`config.mk`:
```
export PLATFORM = sky130hd
export DESIGN_NAME = ctrl_top
export DESIGN_NICKNAME = d
export VERILOG_FILES = /design/src/hdl/ctrl_pkg.sv /design/src/hdl/frame_decoder.sv /design/src/hdl/config_regfile.sv /design/src/hdl/cmd_sequencer.sv /design/src/hdl/ctrl_top.sv
export VERILOG_INCLUDE_DIRS = /design/src /design/src/hdl
export SDC_FILE = /design/constraint.sdc
export NUM_CORES = 1
export LEC_CHECK = 0
export ABC_CLOCK_PERIOD_IN_PS = 3400
export BUFFER_PORTS_ARGS = -buffer_cell sky130_fd_sc_hd__buf_2
export CAP_MARGIN = 20
export CORE_ASPECT_RATIO = 1.75
export CORE_MARGIN = 1.5
export CORE_UTILIZATION = 53
export CTS_BUF_LIST = sky130_fd_sc_hd__clkbuf_4 sky130_fd_sc_hd__clkbuf_8
export CTS_CLUSTER_DIAMETER = 120
export DETAILED_ROUTE_END_ITERATION = 6
export PLACE_DENSITY = 0.8
export SLEW_MARGIN = 5
export SYNTH_ARGS = -nofsm -noshare
export SYNTH_HDL_FRONTEND = slang
export SYNTH_SLANG_ARGS = --single-unit
```
`constraint.sdc`:
```
create_clock -name CLK -period 3.4 [get_ports CLK]
set_clock_uncertainty 0.2 [all_clocks]
set_input_delay 0.85 -clock CLK [delete_from_list [all_inputs] [get_ports CLK]]
set_output_delay 0.85 -clock CLK [all_outputs]
set_load 0.005 [all_outputs]
```
`src/hdl/ctrl_macros.svh`:
```
`ifndef CTRL_MACROS_SVH
`define CTRL_MACROS_SVH

// frame and reply word width
`define FRAME_W 32

// one configuration register
`define REG_W 8

// addresses 0 to 9, reads above return zero
`define NUM_REGS 10

// marker in the top nibble of every reply
`define REPLY_TAG 4'b1001

// x^8 + x^2 + x + 1, msb first, init 0
`define CRC_POLY 8'h07

// control register reset values
`define REG0_RST 8'h00
`define REG1_RST 8'h02   // pixel_calib_en set

`endif

```
`src/hdl/ctrl_pkg.sv`:
```
`include "ctrl_macros.svh"

package ctrl_pkg;

    // opcode field, frame bits 27:24
    typedef enum logic [3:0] {
        CMD_DUMMY        = 4'd1,
        CMD_REG_SET      = 4'd2,
        CMD_REG_GET      = 4'd3,
        CMD_RESET_DLY    = 4'd4,
        CMD_RESET_PIXEL  = 4'd5,
        CMD_RESET_ANALOG = 4'd6
    } cmd_e;

    // state codes as reported in replies
    typedef enum logic [3:0] {
        ST_IDLE         = 4'd0,
        ST_REG_SET      = 4'd2,
        ST_REG_GET      = 4'd3,
        ST_RESET_DLY    = 4'd4,
        ST_RESET_PIXEL  = 4'd5,
        ST_RESET_ANALOG = 4'd6
    } state_e;

    // crc-8 over the upper 24 bits of a frame, msb first
    function automatic logic [7:0] crc8(input logic [23:0] data);
        logic [7:0] crc;
        logic       fb;
        crc = 8'h00;
        for (int i = 23; i >= 0; i--)
        begin
            fb  = crc[7] ^ data[i];
            crc = {crc[6:0], 1'b0};
            if (fb)
            begin
                crc = crc ^ `CRC_POLY;
            end
        end
        return crc;
    endfunction

endpackage

```
`src/hdl/frame_decoder.sv`:
```
`include "ctrl_macros.svh"

module frame_decoder (
    input  logic                CLK,
    input  logic                rst_n,
    input  logic                frame_valid,
    input  logic [`FRAME_W-1:0] frame_data,
    output logic                cmd_valid,
    output ctrl_pkg::cmd_e      cmd_op,
    output logic [`REG_W-1:0]   cmd_addr,
    output logic [`REG_W-1:0]   cmd_wdata,
    output logic                crc_ok
);

    logic [7:0] crc_calc;

    // received crc sits in the low byte
    assign crc_calc = ctrl_pkg::crc8(frame_data[`FRAME_W-1:8]);

    always_ff @(posedge CLK or negedge rst_n)
    begin
        if (!rst_n)
        begin
            cmd_valid <= 1'b0;
        end
        else
        begin
            cmd_valid <= frame_valid;   // one cycle strobe
        end
    end

    // field registers, only meaningful with cmd_valid
    always_ff @(posedge CLK)
    begin
        if (frame_valid)
        begin
            // opcode is not checked here
            cmd_op    <= ctrl_pkg::cmd_e'(frame_data[27:24]);
            cmd_addr  <= frame_data[23:16];
            cmd_wdata <= frame_data[15:8];
            crc_ok    <= (frame_data[7:0] == crc_calc);
        end
    end

endmodule

```
`src/hdl/config_regfile.sv`:
```
`include "ctrl_macros.svh"

module config_regfile (
    input  logic              CLK,
    input  logic              rst_n,
    input  logic              wr_en,
    input  logic [`REG_W-1:0] wr_addr,
    input  logic [`REG_W-1:0] wr_data,
    input  logic [3:0]        rd_addr,
    output logic [`REG_W-1:0] rd_data,
    input  logic [14:0]       switch_dly,
    input  logic [7:0]        switch_pixel,
    output logic              cmfb_bit,
    output logic              analog_hold,
    output logic              amp_direct_out,
    output logic              bus_direct_out,
    output logic              part_work,
    output logic              CMFB_en,
    output logic              bias_direct_in,
    output logic              supply_direct_in,
    output logic              TDC_test_in,
    output logic              array_probe_select,
    output logic              pixel_calib_en
);

    logic [`REG_W-1:0] shadow0, shadow1;
    logic [`REG_W-1:0] live0, live1;
    logic [`REG_W-1:0] mirror7, mirror8, mirror9;

    always_ff @(posedge CLK or negedge rst_n)
    begin
        if (!rst_n)
        begin
            shadow0 <= `REG0_RST;
            shadow1 <= `REG1_RST;
            live0   <= `REG0_RST;
            live1   <= `REG1_RST;
            mirror7 <= '0;
            mirror8 <= '0;
            mirror9 <= '0;
        end
        else
        begin
            // only 0 and 1 are writable
            if (wr_en && wr_addr == 8'd0)
            begin
                shadow0 <= wr_data;
            end
            if (wr_en && wr_addr == 8'd1)
            begin
                shadow1 <= wr_data;
            end
            live0   <= shadow0;   // pins see writes one cycle later
            live1   <= shadow1;
            mirror7 <= switch_dly[7:0];
            mirror8 <= {1'b0, switch_dly[14:8]};
            mirror9 <= switch_pixel;
        end
    end

    always_comb
    begin
        case (rd_addr)
            4'd0:    rd_data = live0;
            4'd1:    rd_data = live1;
            4'd7:    rd_data = mirror7;
            4'd8:    rd_data = mirror8;
            4'd9:    rd_data = mirror9;
            default: rd_data = '0;   // reserved or beyond the map
        endcase
    end

    assign amp_direct_out     = live0[0];
    assign bus_direct_out     = live0[1];
    assign part_work          = live0[2];
    assign CMFB_en            = live0[3];
    assign bias_direct_in     = live0[4];
    assign supply_direct_in   = live0[6];
    assign TDC_test_in        = live0[7];
    assign array_probe_select = live1[0];
    assign pixel_calib_en     = live1[1];

    assign cmfb_bit    = live0[3];
    assign analog_hold = live0[5];   // keeps analog reset asserted

endmodule

```
`src/hdl/cmd_sequencer.sv`:
```
`include "ctrl_macros.svh"

module cmd_sequencer (
    input  logic                CLK,
    input  logic                rst_n,
    input  logic                cmd_valid,
    input  ctrl_pkg::cmd_e      cmd_op,
    input  logic [`REG_W-1:0]   cmd_addr,
    input  logic [`REG_W-1:0]   cmd_wdata,
    input  logic                crc_ok,
    output logic                wr_en,
    output logic [`REG_W-1:0]   wr_addr,
    output logic [`REG_W-1:0]   wr_data,
    output logic [3:0]          rd_addr,
    input  logic [`REG_W-1:0]   rd_data,
    input  logic                cmfb_bit,
    input  logic                analog_hold,
    output logic                rst_dly_calib,
    output logic                rst_pixel_calib,
    output logic                rst_analog,
    output logic [`FRAME_W-1:0] reply_data
);

    ctrl_pkg::state_e  state_q, state_d;
    logic [3:0]        cnt;            // frame count, or read index in reg get
    logic [`REG_W-1:0] addr_q;
    logic [3:0]        last_op;
    logic              last_crc_ok;
    logic              good_frame;
    logic              set_write;
    logic              pulse_low;
    logic              rst_analog_q;
    logic [3:0]        op_now;
    logic              crc_now;
    logic              load_reply;
    logic [23:0]       payload;

    assign good_frame = cmd_valid && crc_ok;
    assign set_write  = (state_q == ctrl_pkg::ST_REG_SET) && good_frame && (cnt == 4'd1);
    // low from the first frame of a reset command until the second
    assign pulse_low  = (cnt == 4'd0 && cmd_valid) || (cnt == 4'd1 && !cmd_valid);

    // status shows the frame being decoded this cycle
    assign op_now  = cmd_valid ? cmd_op : last_op;
    assign crc_now = cmd_valid ? crc_ok : last_crc_ok;

    // addresses above 15 must not alias onto the map
    assign rd_addr = (state_q == ctrl_pkg::ST_REG_GET) ? cnt :
                     (addr_q[7:4] != 4'd0) ? 4'hF : addr_q[3:0];

    always_comb
    begin
        state_d = state_q;
        case (state_q)
            ctrl_pkg::ST_IDLE:
            begin
                if (good_frame)
                begin
                    case (cmd_op)
                        ctrl_pkg::CMD_REG_SET:      state_d = ctrl_pkg::ST_REG_SET;
                        ctrl_pkg::CMD_REG_GET:      state_d = ctrl_pkg::ST_REG_GET;
                        ctrl_pkg::CMD_RESET_DLY:    state_d = ctrl_pkg::ST_RESET_DLY;
                        ctrl_pkg::CMD_RESET_PIXEL:  state_d = ctrl_pkg::ST_RESET_PIXEL;
                        ctrl_pkg::CMD_RESET_ANALOG: state_d = ctrl_pkg::ST_RESET_ANALOG;
                        default:                    state_d = ctrl_pkg::ST_IDLE;
                    endcase
                end
            end
            ctrl_pkg::ST_REG_SET:
            begin
                if (set_write)
                begin
                    state_d = ctrl_pkg::ST_IDLE;
                end
            end
            ctrl_pkg::ST_REG_GET:
            begin
                if (good_frame && cmd_op != ctrl_pkg::CMD_REG_GET
                    && cmd_op != ctrl_pkg::CMD_DUMMY)
                begin
                    state_d = ctrl_pkg::ST_IDLE;
                end
            end
            default:   // the three reset commands
            begin
                if (cmd_valid && cnt == 4'd1)
                begin
                    state_d = ctrl_pkg::ST_IDLE;
                end
            end
        endcase
    end

    always_comb
    begin
        load_reply = 1'b1;
        payload    = {`REPLY_TAG, state_q, cmfb_bit, 10'b0, op_now, crc_now};
        case (state_q)
            ctrl_pkg::ST_REG_SET:
            begin
                load_reply = set_write;
                payload    = {`REPLY_TAG, state_q, addr_q, rd_data};  // old value
            end
            ctrl_pkg::ST_REG_GET:
            begin
                load_reply = cmd_valid;   // crc not required here
                payload    = {`REPLY_TAG, state_q, 4'b0, cnt, rd_data};
            end
            default:
            begin
                load_reply = 1'b1;
            end
        endcase
    end

    always_ff @(posedge CLK or negedge rst_n)
    begin
        if (!rst_n)
        begin
            state_q         <= ctrl_pkg::ST_IDLE;
            cnt             <= 4'd0;
            last_op         <= 4'd0;
            last_crc_ok     <= 1'b0;
            wr_en           <= 1'b0;
            rst_dly_calib   <= 1'b0;
            rst_pixel_calib <= 1'b0;
            rst_analog_q    <= 1'b0;
            reply_data      <= '0;
        end
        else
        begin
            state_q <= state_d;
            wr_en   <= set_write;
            if (cmd_valid)
            begin
                last_op     <= cmd_op;
                last_crc_ok <= crc_ok;
            end
            if (state_q == ctrl_pkg::ST_IDLE)
            begin
                cnt <= 4'd0;   // fresh count for every command
            end
            else if (state_q == ctrl_pkg::ST_REG_GET)
            begin
                if (cmd_valid)
                begin
                    cnt <= (cnt == 4'(`NUM_REGS - 1)) ? 4'd0 : cnt + 4'd1;
                end
            end
            else if (state_q == ctrl_pkg::ST_REG_SET ? good_frame : cmd_valid)
            begin
                cnt <= cnt + 4'd1;
            end
            rst_dly_calib   <= !(state_q == ctrl_pkg::ST_RESET_DLY && pulse_low);
            rst_pixel_calib <= !(state_q == ctrl_pkg::ST_RESET_PIXEL && pulse_low);
            rst_analog_q    <= !(state_q == ctrl_pkg::ST_RESET_ANALOG && pulse_low);
            if (load_reply)
            begin
                reply_data <= {payload, ctrl_pkg::crc8(payload)};
            end
        end
    end

    always_ff @(posedge CLK)
    begin
        if (state_q == ctrl_pkg::ST_REG_SET && good_frame && cnt == 4'd0)
        begin
            addr_q <= cmd_addr;   // first frame carries the address
        end
        if (set_write)
        begin
            wr_addr <= addr_q;
            wr_data <= cmd_wdata;
        end
    end

    assign rst_analog = rst_analog_q && !analog_hold;

endmodule

```
`src/hdl/ctrl_top.sv`:
```
`include "ctrl_macros.svh"

module ctrl_top (
    input  logic                CLK,
    input  logic                rst_n,
    input  logic                frame_valid,
    input  logic [`FRAME_W-1:0] frame_data,
    input  logic [14:0]         switch_dly,
    input  logic [7:0]          switch_pixel,
    output logic [`FRAME_W-1:0] reply_data,
    output logic                amp_direct_out,
    output logic                bus_direct_out,
    output logic                part_work,
    output logic                CMFB_en,
    output logic                bias_direct_in,
    output logic                supply_direct_in,
    output logic                TDC_test_in,
    output logic                array_probe_select,
    output logic                pixel_calib_en,
    output logic                rst_dly_calib,
    output logic                rst_pixel_calib,
    output logic                rst_analog
);

    logic              cmd_valid;
    ctrl_pkg::cmd_e    cmd_op;
    logic [`REG_W-1:0] cmd_addr, cmd_wdata;
    logic              crc_ok;
    logic              wr_en;
    logic [`REG_W-1:0] wr_addr, wr_data;
    logic [3:0]        rd_addr;
    logic [`REG_W-1:0] rd_data;
    logic              cmfb_bit, analog_hold;

    // frame fields, one cycle after the strobe
    frame_decoder u_decoder (
        .CLK         (CLK),
        .rst_n       (rst_n),
        .frame_valid (frame_valid),
        .frame_data  (frame_data),
        .cmd_valid   (cmd_valid),
        .cmd_op      (cmd_op),
        .cmd_addr    (cmd_addr),
        .cmd_wdata   (cmd_wdata),
        .crc_ok      (crc_ok)
    );

    config_regfile u_regfile (
        .CLK                (CLK),
        .rst_n              (rst_n),
        .wr_en              (wr_en),
        .wr_addr            (wr_addr),
        .wr_data            (wr_data),
        .rd_addr            (rd_addr),
        .rd_data            (rd_data),
        .switch_dly         (switch_dly),
        .switch_pixel       (switch_pixel),
        .cmfb_bit           (cmfb_bit),
        .analog_hold        (analog_hold),
        .amp_direct_out     (amp_direct_out),
        .bus_direct_out     (bus_direct_out),
        .part_work          (part_work),
        .CMFB_en            (CMFB_en),
        .bias_direct_in     (bias_direct_in),
        .supply_direct_in   (supply_direct_in),
        .TDC_test_in        (TDC_test_in),
        .array_probe_select (array_probe_select),
        .pixel_calib_en     (pixel_calib_en)
    );

    cmd_sequencer u_sequencer (
        .CLK             (CLK),
        .rst_n           (rst_n),
        .cmd_valid       (cmd_valid),
        .cmd_op          (cmd_op),
        .cmd_addr        (cmd_addr),
        .cmd_wdata       (cmd_wdata),
        .crc_ok          (crc_ok),
        .wr_en           (wr_en),
        .wr_addr         (wr_addr),
        .wr_data         (wr_data),
        .rd_addr         (rd_addr),
        .rd_data         (rd_data),
        .cmfb_bit        (cmfb_bit),
        .analog_hold     (analog_hold),
        .rst_dly_calib   (rst_dly_calib),
        .rst_pixel_calib (rst_pixel_calib),
        .rst_analog      (rst_analog),
        .reply_data      (reply_data)
    );

endmodule

```
==> flow_summary_export.csv, run 1 <==
group,metric,value,unit
outcome,status,"completed",
yosys,synth_seq_cells,145,
setup_path,required,3.59,ns
floorplanning,start_util,54.2,%
setup_path,slowest_stage,"or4_4",
detailed_routing,initialDrtViolationCount,275,
clocking,clk_latency,0.46,ns
sta,period_needed,3.26,ns
placed_design,dp_hpwl,12100,um
floorplanning,fp.dieH,150,um
yosys,seq_area_frac_synth,59.3,%
setup_path,cp_slowest_stage_delay,0.62,ns
setup_path,path_delay_family,"simple AND/OR/NAND/NOR gates",
placed_design,gp_congestion,0.894,
yosys,synthAdderAreaFrac,1.35,%
cells_and_area,n_antenna_cell,0,
global_routing,grt_pass1_wl,23600,um
setup_path,cp_max_fo,7,
setup_path,path_buf_inv,0,
clocking,cts_root_buf,"clkbuf_8",
floorplanning,core_area,12000,sq um
sta,setup-violations-final,0,
sta,rsz0062_at_grt,"no",
yosys,synth_top_family_by_area,"XOR/XNOR gates",
global_routing,grt_usage,25.1,%
flow_run,drv_cap,0,
yosys,synth_area,6500,sq um
detailed_routing,firstDrtPassIters,7,
yosys,muxShareOfSynthArea,5.06,%
cells_and_area,fin_nets,724,
setup_path,worstSetupPathType,"reg -> reg",
setup_path,worstPathArrival,3.44,ns
yosys,synth_edf_count,45,
sta,max_slew_margin,48.5,%
yosys,synth_area_per_cell,12.4,sq um
setup_path,path_cells,"or4_4 > o41ai_4 > and3_1 > o21a_1 > o21ai_2 > xnor2_2 > xor3_1 > xor2_1 > a21oi_1",
power_and_ir_drop,p_leak,3.40,nW
global_routing,grt_max_degree,50,
cells_and_area,postLayoutCoreUtil,65.4,%
floorplanning,rows,53,
detailed_routing,vias,4621,
cells_and_area,drive_above_1_share,31.1,%
sta,max_clock_freq,0.307,GHz
power_and_ir_drop,p_per_area,782,nW/um^2
sta,setup-tns-final,0,ns
floorplanning,dieArea,13000,sq um
hold_path,holdCritPathClass,"in -> async",
floorplanning,die_w,86.7,um
global_routing,antenna_found_initial,0,
clocking,clockBufferDepth,2,
yosys,synth_ff_type,"dfrtp_1",
sta,tightestPinTransition,0.770,ns
detailed_routing,wl_per_cell,18.5,um
sta,hold_violations,0,
clocking,cts_resized,0,
setup_path,endpoint_kind,"flip-flop",
clocking,ctsHoldBuffers,0,
clocking,htreeDepth,4,
global_routing,grt_overflow,0,
global_routing,grt_pass1_vias,4599,
detailed_routing,drt_wl_total,15500,um
floorplanning,pin_count,102,
yosys,synthXorXnorAreaFrac,13.0,%
clocking,cts-buffers-inserted,17,
power_and_ir_drop,irDropWorstVdd,0.000408,V
sta,slew_viol_final,0,
clocking,cts_setup_buffers,0,
placed_design,portBuffers,98,
cells_and_area,areaGrowthSynthToFinish,20.7,%
setup_path,start_kind,"flip-flop",
yosys,yosys_warnings,0,
clocking,path_clk_slew,0.09,ns
yosys,syn_inst,523,
yosys,synth_compound_area_share,9.72,%
detailed_routing,via_per_inst,5.52,
detailed_routing,final_antenna_net_count,0,
yosys,synthSimpleGateAreaFrac,9.28,%
sta,fin_crit_sh,95.8,%
detailed_routing,post-route-drc-count,0,
yosys,ys_async_sr_fraction,69.0,%
yosys,yosysUniqueCellTypes,61,
clocking,cts_tree,"done",
clocking,cts_sinks,145,
worst register-to-register path, cell delays in order, from the launching register on:
cell and delay (ns):
edfxtp_1 0.39, or4_4 0.62, o41ai_4 0.28, and3_1 0.30, o21a_1 0.24, o21ai_2 0.12
xnor2_2 0.30, xor3_1 0.43, xor2_1 0.17, a21oi_1 0.15
path summary, 6_finish.rpt:
path	depth (start not counted)	end	start	slack, ns
max	9	u_sequencer.reply_data[1]	u_sequencer.addr_q[5]	0.14
min	1	u_sequencer.cnt[0]	rst_n	0.05
max reg2reg	9	u_sequencer.reply_data[1]	u_sequencer.addr_q[5]	0.14
min reg2reg	0	u_regfile.live1[1]	u_regfile.shadow1[1]	0.18
max in group asynchronous	2	u_sequencer.reply_data[20]	rst_n	2.25
min in group CLK	0	u_regfile.live1[1]	u_regfile.shadow1[1]	0.18
stage by stage:
stage / total power [mW] / instance area [sq um] / hold slack [ns] / setup slack (ns) / instances
4_1_cts: 6.13 / 7810 / 0.0508 / 0.0879 / 837
3_5_place_dp: 4.77 / 7410 / 0.157 / 0.0552 / 805
2_1_floorplan: 4.02 / 6510 / 0.149 / 0.0538 / 525
3_3_place_gp: 4.69 / 7410 / 0.154 / 0.143 / 805
5_1_grt: 6.47 / 7850 / 0.0621 / 0.0330 / 837
6_report: 6.14 / 7850 / 0.0548 / 0.144 / 837
cell families after synthesis:
logic type	Yosys count
other cells	1
buf+inv	30
compound gates	89
simple gates	128
mux	30
flops	145
xor+xnor	93
fa+ha+maj	7
area by class of cell:
| type | count | area, sq um |
|---|---|---|
| Clock inverter | 14 | 159 |
| Tap cell | 165 | 206 |
| Timing Repair Buffer | 136 | 803 |
| Fill cell | 922 | 4160 |
| Multi-Input combinational cell | 350 | 2540 |
| Inverter | 9 | 33.8 |
| Clock buffer | 18 | 248 |
| Sequential cell | 145 | 3860 |
state kept, by name, summed over array words and instances, names as in the netlist, 3 cells and up:
signal and count:
u_regfile.shadow1 8, u_sequencer.addr_q 8, u_regfile.mirror8 7, u_sequencer.reply_data 28
u_decoder.cmd_addr 8, u_regfile.live1 8, u_regfile.live0 8, u_decoder.cmd_wdata 8
u_decoder.cmd_op 4, u_regfile.shadow0 8, u_sequencer.last_op 4, u_sequencer.wr_addr 8
u_regfile.mirror9 8, u_regfile.mirror7 8, u_sequencer.wr_data 8, u_sequencer.cnt 4
u_sequencer.state_q 3
layout by cell type (no fill, tap or decap), types with 3 or more instances in the layout:
cell	synthesis	final
dfrtp_1	98	98
buf_2	1	97
xnor2_1	66	66
nand2_1	52	52
edfxtp_1	45	45
buf_4	4	37
nor2_1	29	29
xor2_1	24	23
mux2_2	21	21
o21ai_0	20	20
clkbuf_8	0	18
a21oi_1	17	17
nand3_1	10	10
inv_1	9	9
o21ai_1	8	8
mux2i_1	7	7
a31oi_1	6	6
nand4_1	6	6
ha_1	7	6
nor2b_1	5	5
a221oi_1	5	5
inv_8	0	5
a32oi_1	4	4
inv_6	0	4
nand2b_1	3	3
nor4_1	4	3
and2_1	3	3
and3_1	3	3
conb_1	1	3
power breakdown:
part / internal [mW] / switching (mW) / leakage (nW)
Combinational: 1.23 / 1.39 / 1.50
Clock: 0.636 / 0.733 / 0.209
Sequential: 2.04 / 0.116 / 1.69
cells in the mapped netlist (8+ instances only):
cell type / number / area, sq um
edfxtp_1: 45 / 1350
nand2_1: 52 / 195
mux2_2: 21 / 236
o21ai_1: 8 / 40.0
xor2_1: 24 / 210
nand3_1: 10 / 50.1
inv_1: 9 / 33.8
o21ai_0: 20 / 100
a21oi_1: 17 / 85.1
clkbuf_1: 14 / 52.6
xnor2_1: 66 / 578
nor2_1: 29 / 109
dfrtp_1: 98 / 2450
per-layer routing:
| layer | vias up | GRT usage [%] | share of wire (%) |
|---|---|---|---|
| li1 | 2120 | - | - |
| met1 | 2196 | 24.1 | 34 |
| met4 | 0 | 19.4 | 7.4 |
| met3 | 80 | 5.24 | 4.7 |
| met2 | 225 | 45.5 | 54 |
| met5 | - | 0 | 0 |
Note: power is estimated with default switching activity, not from simulation.
==> inputs of run 2 (changes only) <==
--- a/config.mk
+++ b/config.mk
@@ -7,7 +7,7 @@
 export NUM_CORES = 1
 export LEC_CHECK = 0
 export ABC_CLOCK_PERIOD_IN_PS = 3400
-export BUFFER_PORTS_ARGS = -buffer_cell sky130_fd_sc_hd__buf_2
+export BUFFER_PORTS_ARGS = -buffer_cell sky130_fd_sc_hd__buf_4
 export CAP_MARGIN = 20
 export CORE_ASPECT_RATIO = 1.75
 export CORE_MARGIN = 1.5
@@ -16,6 +16,7 @@
 export CTS_CLUSTER_DIAMETER = 120
 export DETAILED_ROUTE_END_ITERATION = 6
 export PLACE_DENSITY = 0.8
+export SETUP_SLACK_MARGIN = 0.02
 export SLEW_MARGIN = 5
 export SYNTH_ARGS = -nofsm -noshare
 export SYNTH_HDL_FRONTEND = slang
==> flow_summary_export.csv, run 2 (same netlist as run 1, synthesis figures left out) <==
group,metric,value,unit
power_and_ir_drop,p_sw,2.39,mW
clocking,cts_tree,"done",
floorplanning,die_w,86.7,um
cells_and_area,drive_above_1_share,32.4,%
setup_path,path_buf_inv,0,
sta,fin_crit_sh,96.9,%
floorplanning,start_util,54.2,%
setup_path,reg2regPathDepth,9,
detailed_routing,wl_per_cell,19.1,um
clocking,clk_latency,0.46,ns
power_and_ir_drop,p_int,3.99,mW
clocking,path_clk_slew,0.09,ns
detailed_routing,routed-wl-met3,766,um
clocking,htreeDepth,4,
hold_path,holdCritPathClass,"reg -> reg",
clocking,cts_root_buf,"clkbuf_8",
detailed_routing,final_antenna_net_count,0,
power_and_ir_drop,p_comb_share,44.8,%
setup_path,path_cells,"or4_4 > o31a_1 > mux2_1 > a221o_1 > a221oi_4 > xnor2_2 > xnor2_2 > xnor2_1 > a21oi_1",
floorplanning,core_area,12000,sq um
setup_path,worstPathArrival,3.44,ns
sta,max_clock_freq,0.304,GHz
sta,slew_viol_final,0,
clocking,cts-buffers-inserted,17,
setup_path,cp_max_fo,7,
setup_path,path_delay_family,"compound AO/OA/AOI/OAI gates",
setup_path,worstSetupPathType,"reg -> reg",
cells_and_area,n_antenna_cell,0,
setup_path,r2r_start,"u_sequencer.addr_q[4]",
flow_run,drv_cap,0,
sta,tightestPinTransition,0.754,ns
global_routing,grt_max_degree,60,
cells_and_area,fin_area,8160,sq um
floorplanning,rows,53,
detailed_routing,initialDrtViolationCount,334,
sta,period_needed,3.29,ns
sta,setup-violations-final,0,
power_and_ir_drop,p_leak,3.49,nW
cells_and_area,postLayoutCoreUtil,68.0,%
cells_and_area,fin_nets,727,
sta,hold_violations,0,
global_routing,grt_usage,26.4,%
power_and_ir_drop,power_frac_seq,34.0,%
sta,max_slew_margin,49.7,%
setup_path,endpoint_kind,"flip-flop",
hold_path,hold_depth,0,
setup_path,cp_slowest_stage_delay,0.63,ns
cells_and_area,fillCellCount,857,
setup_path,cp_common_cell,"xnor2_2",
global_routing,grt_overflow,0,
detailed_routing,vias,4656,
cells_and_area,regMostFlops,"u_sequencer.reply_data",
setup_path,start_kind,"flip-flop",
floorplanning,pin_count,102,
placed_design,postPlaceCellArea,7630,sq um
setup_path,required,3.54,ns
detailed_routing,post-route-drc-count,0,
power_and_ir_drop,p_sw_share,37.4,%
detailed_routing,drt_wl_total,16000,um
detailed_routing,wl_met1,5340,um
hold_path,min-delay-start,"u_regfile.shadow1[5]",
placed_design,portBuffers,98,
floorplanning,fp.dieH,150,um
cells_and_area,largest_reg_flops,28,
detailed_routing,top_layer_used,"met4",
global_routing,grt_pass1_wl,24800,um
clocking,clockBufferDepth,2,
detailed_routing,firstDrtPassIters,5,
placed_design,dp_hpwl,12500,um
outcome,status,"completed",
detailed_routing,via_per_inst,5.54,
hold_path,hold_end,"u_regfile.live1[5]",
sta,hold_ws,0.181,ns
global_routing,grt_pass1_vias,4863,
power_and_ir_drop,irDropWorstVdd,0.000559,V
power_and_ir_drop,p_per_area,781,nW/um^2
detailed_routing,met2_length,8940,um
setup_path,slowest_stage,"or4_4",
cells_and_area,layout_commonest_cell,"buf_4",
setup_path,r2r_end,"u_sequencer.reply_data[4]",
global_routing,antenna_found_initial,0,
placed_design,gp_congestion,0.944,
power_and_ir_drop,p_clk_share,21.2,%
cells_and_area,layout_common_cells,"buf_4, dfrtp_1, xnor2_1",
floorplanning,dieArea,13000,sq um
setup_path,reg2reg_slack,0.11,ns
clocking,cts_sinks,145,
cells_and_area,areaGrowthSynthToFinish,25.6,%
run 2: changes by cell type in the layout (fill, tap and decap cells not counted), moves of 2 or more:
cell | previous run | this run
buf_2 | 97 | 0
buf_4 | 37 | 136
clkinv_8 | 1 | 4
inv_6 | 4 | 2
xnor2_1 | 66 | 64
xnor2_2 | 2 | 4
run 2: how the worst max path moves through the flow:
| stage | to | slack (ns) | depth (start not counted) | from |
|---|---|---|---|---|
| detailed placement | u_decoder.crc_ok | -0.34 | 10 | frame_data[31] |
| global placement | u_decoder.crc_ok | -0.27 | 10 | frame_data[31] |
| floorplan | u_sequencer.reply_data[5] | 0.05 | 11 | u_sequencer.state_q[0] |
| finish | u_sequencer.reply_data[4] | 0.11 | 9 | u_sequencer.addr_q[4] |
| CTS | u_sequencer.reply_data[1] | 0.03 | 10 | u_sequencer.state_q[1] |
| global route | u_sequencer.reply_data[2] | -0.05 | 9 | u_sequencer.addr_q[4] |
run 2: per-stage QoR:
stage                     power (mW)  setup TNS, ns  setup WS [ns]  std cells
after floorplan                 4.02              0         0.0538        525
after global placement          4.78         -0.274         -0.274        803
after detailed placement        4.92         -0.340         -0.340        803
after CTS                       6.27              0         0.0339        835
after global routing            6.73        -0.0474        -0.0474        840
final                           6.37              0          0.106        840
run 2: power by group through the flow:
stage	sequential [mW]	clock, mW	combinational [mW]
floorplan	2.19	0	1.84
global placement	2.19	0	2.59
detailed placement	2.20	0	2.71
CTS	2.17	1.37	2.74
global route	2.19	1.45	3.09
finish	2.17	1.35	2.85
run 2: layer usage:
layer | vias up | global-route usage, %
met2 | 215 | 49.0
met5 | - | 0
met1 | 2243 | 26.0
met4 | 0 | 15.7
met3 | 73 | 5.85
li1 | 2125 | -
run 2: timing repair:
item | 4_1_cts | 5_1_grt
hold buffers | 0 | 0
setup endpoints to repair | 1 | 7
pin swaps | 0 | 7
buffers inserted | 0 | 5
gates resized for setup | 1 | 15
run 2: cell type report:
type	instances	area, sq um	share of cell area, %
clock buffers	17	234	2.87
clock inverters	15	180	2.21
inverters	9	33.8	0.414
multi-input cells	350	2580	31.6
flip-flops and latches	145	3860	47.2
well taps	165	206	2.53
repair buffers	139	1070	13.1
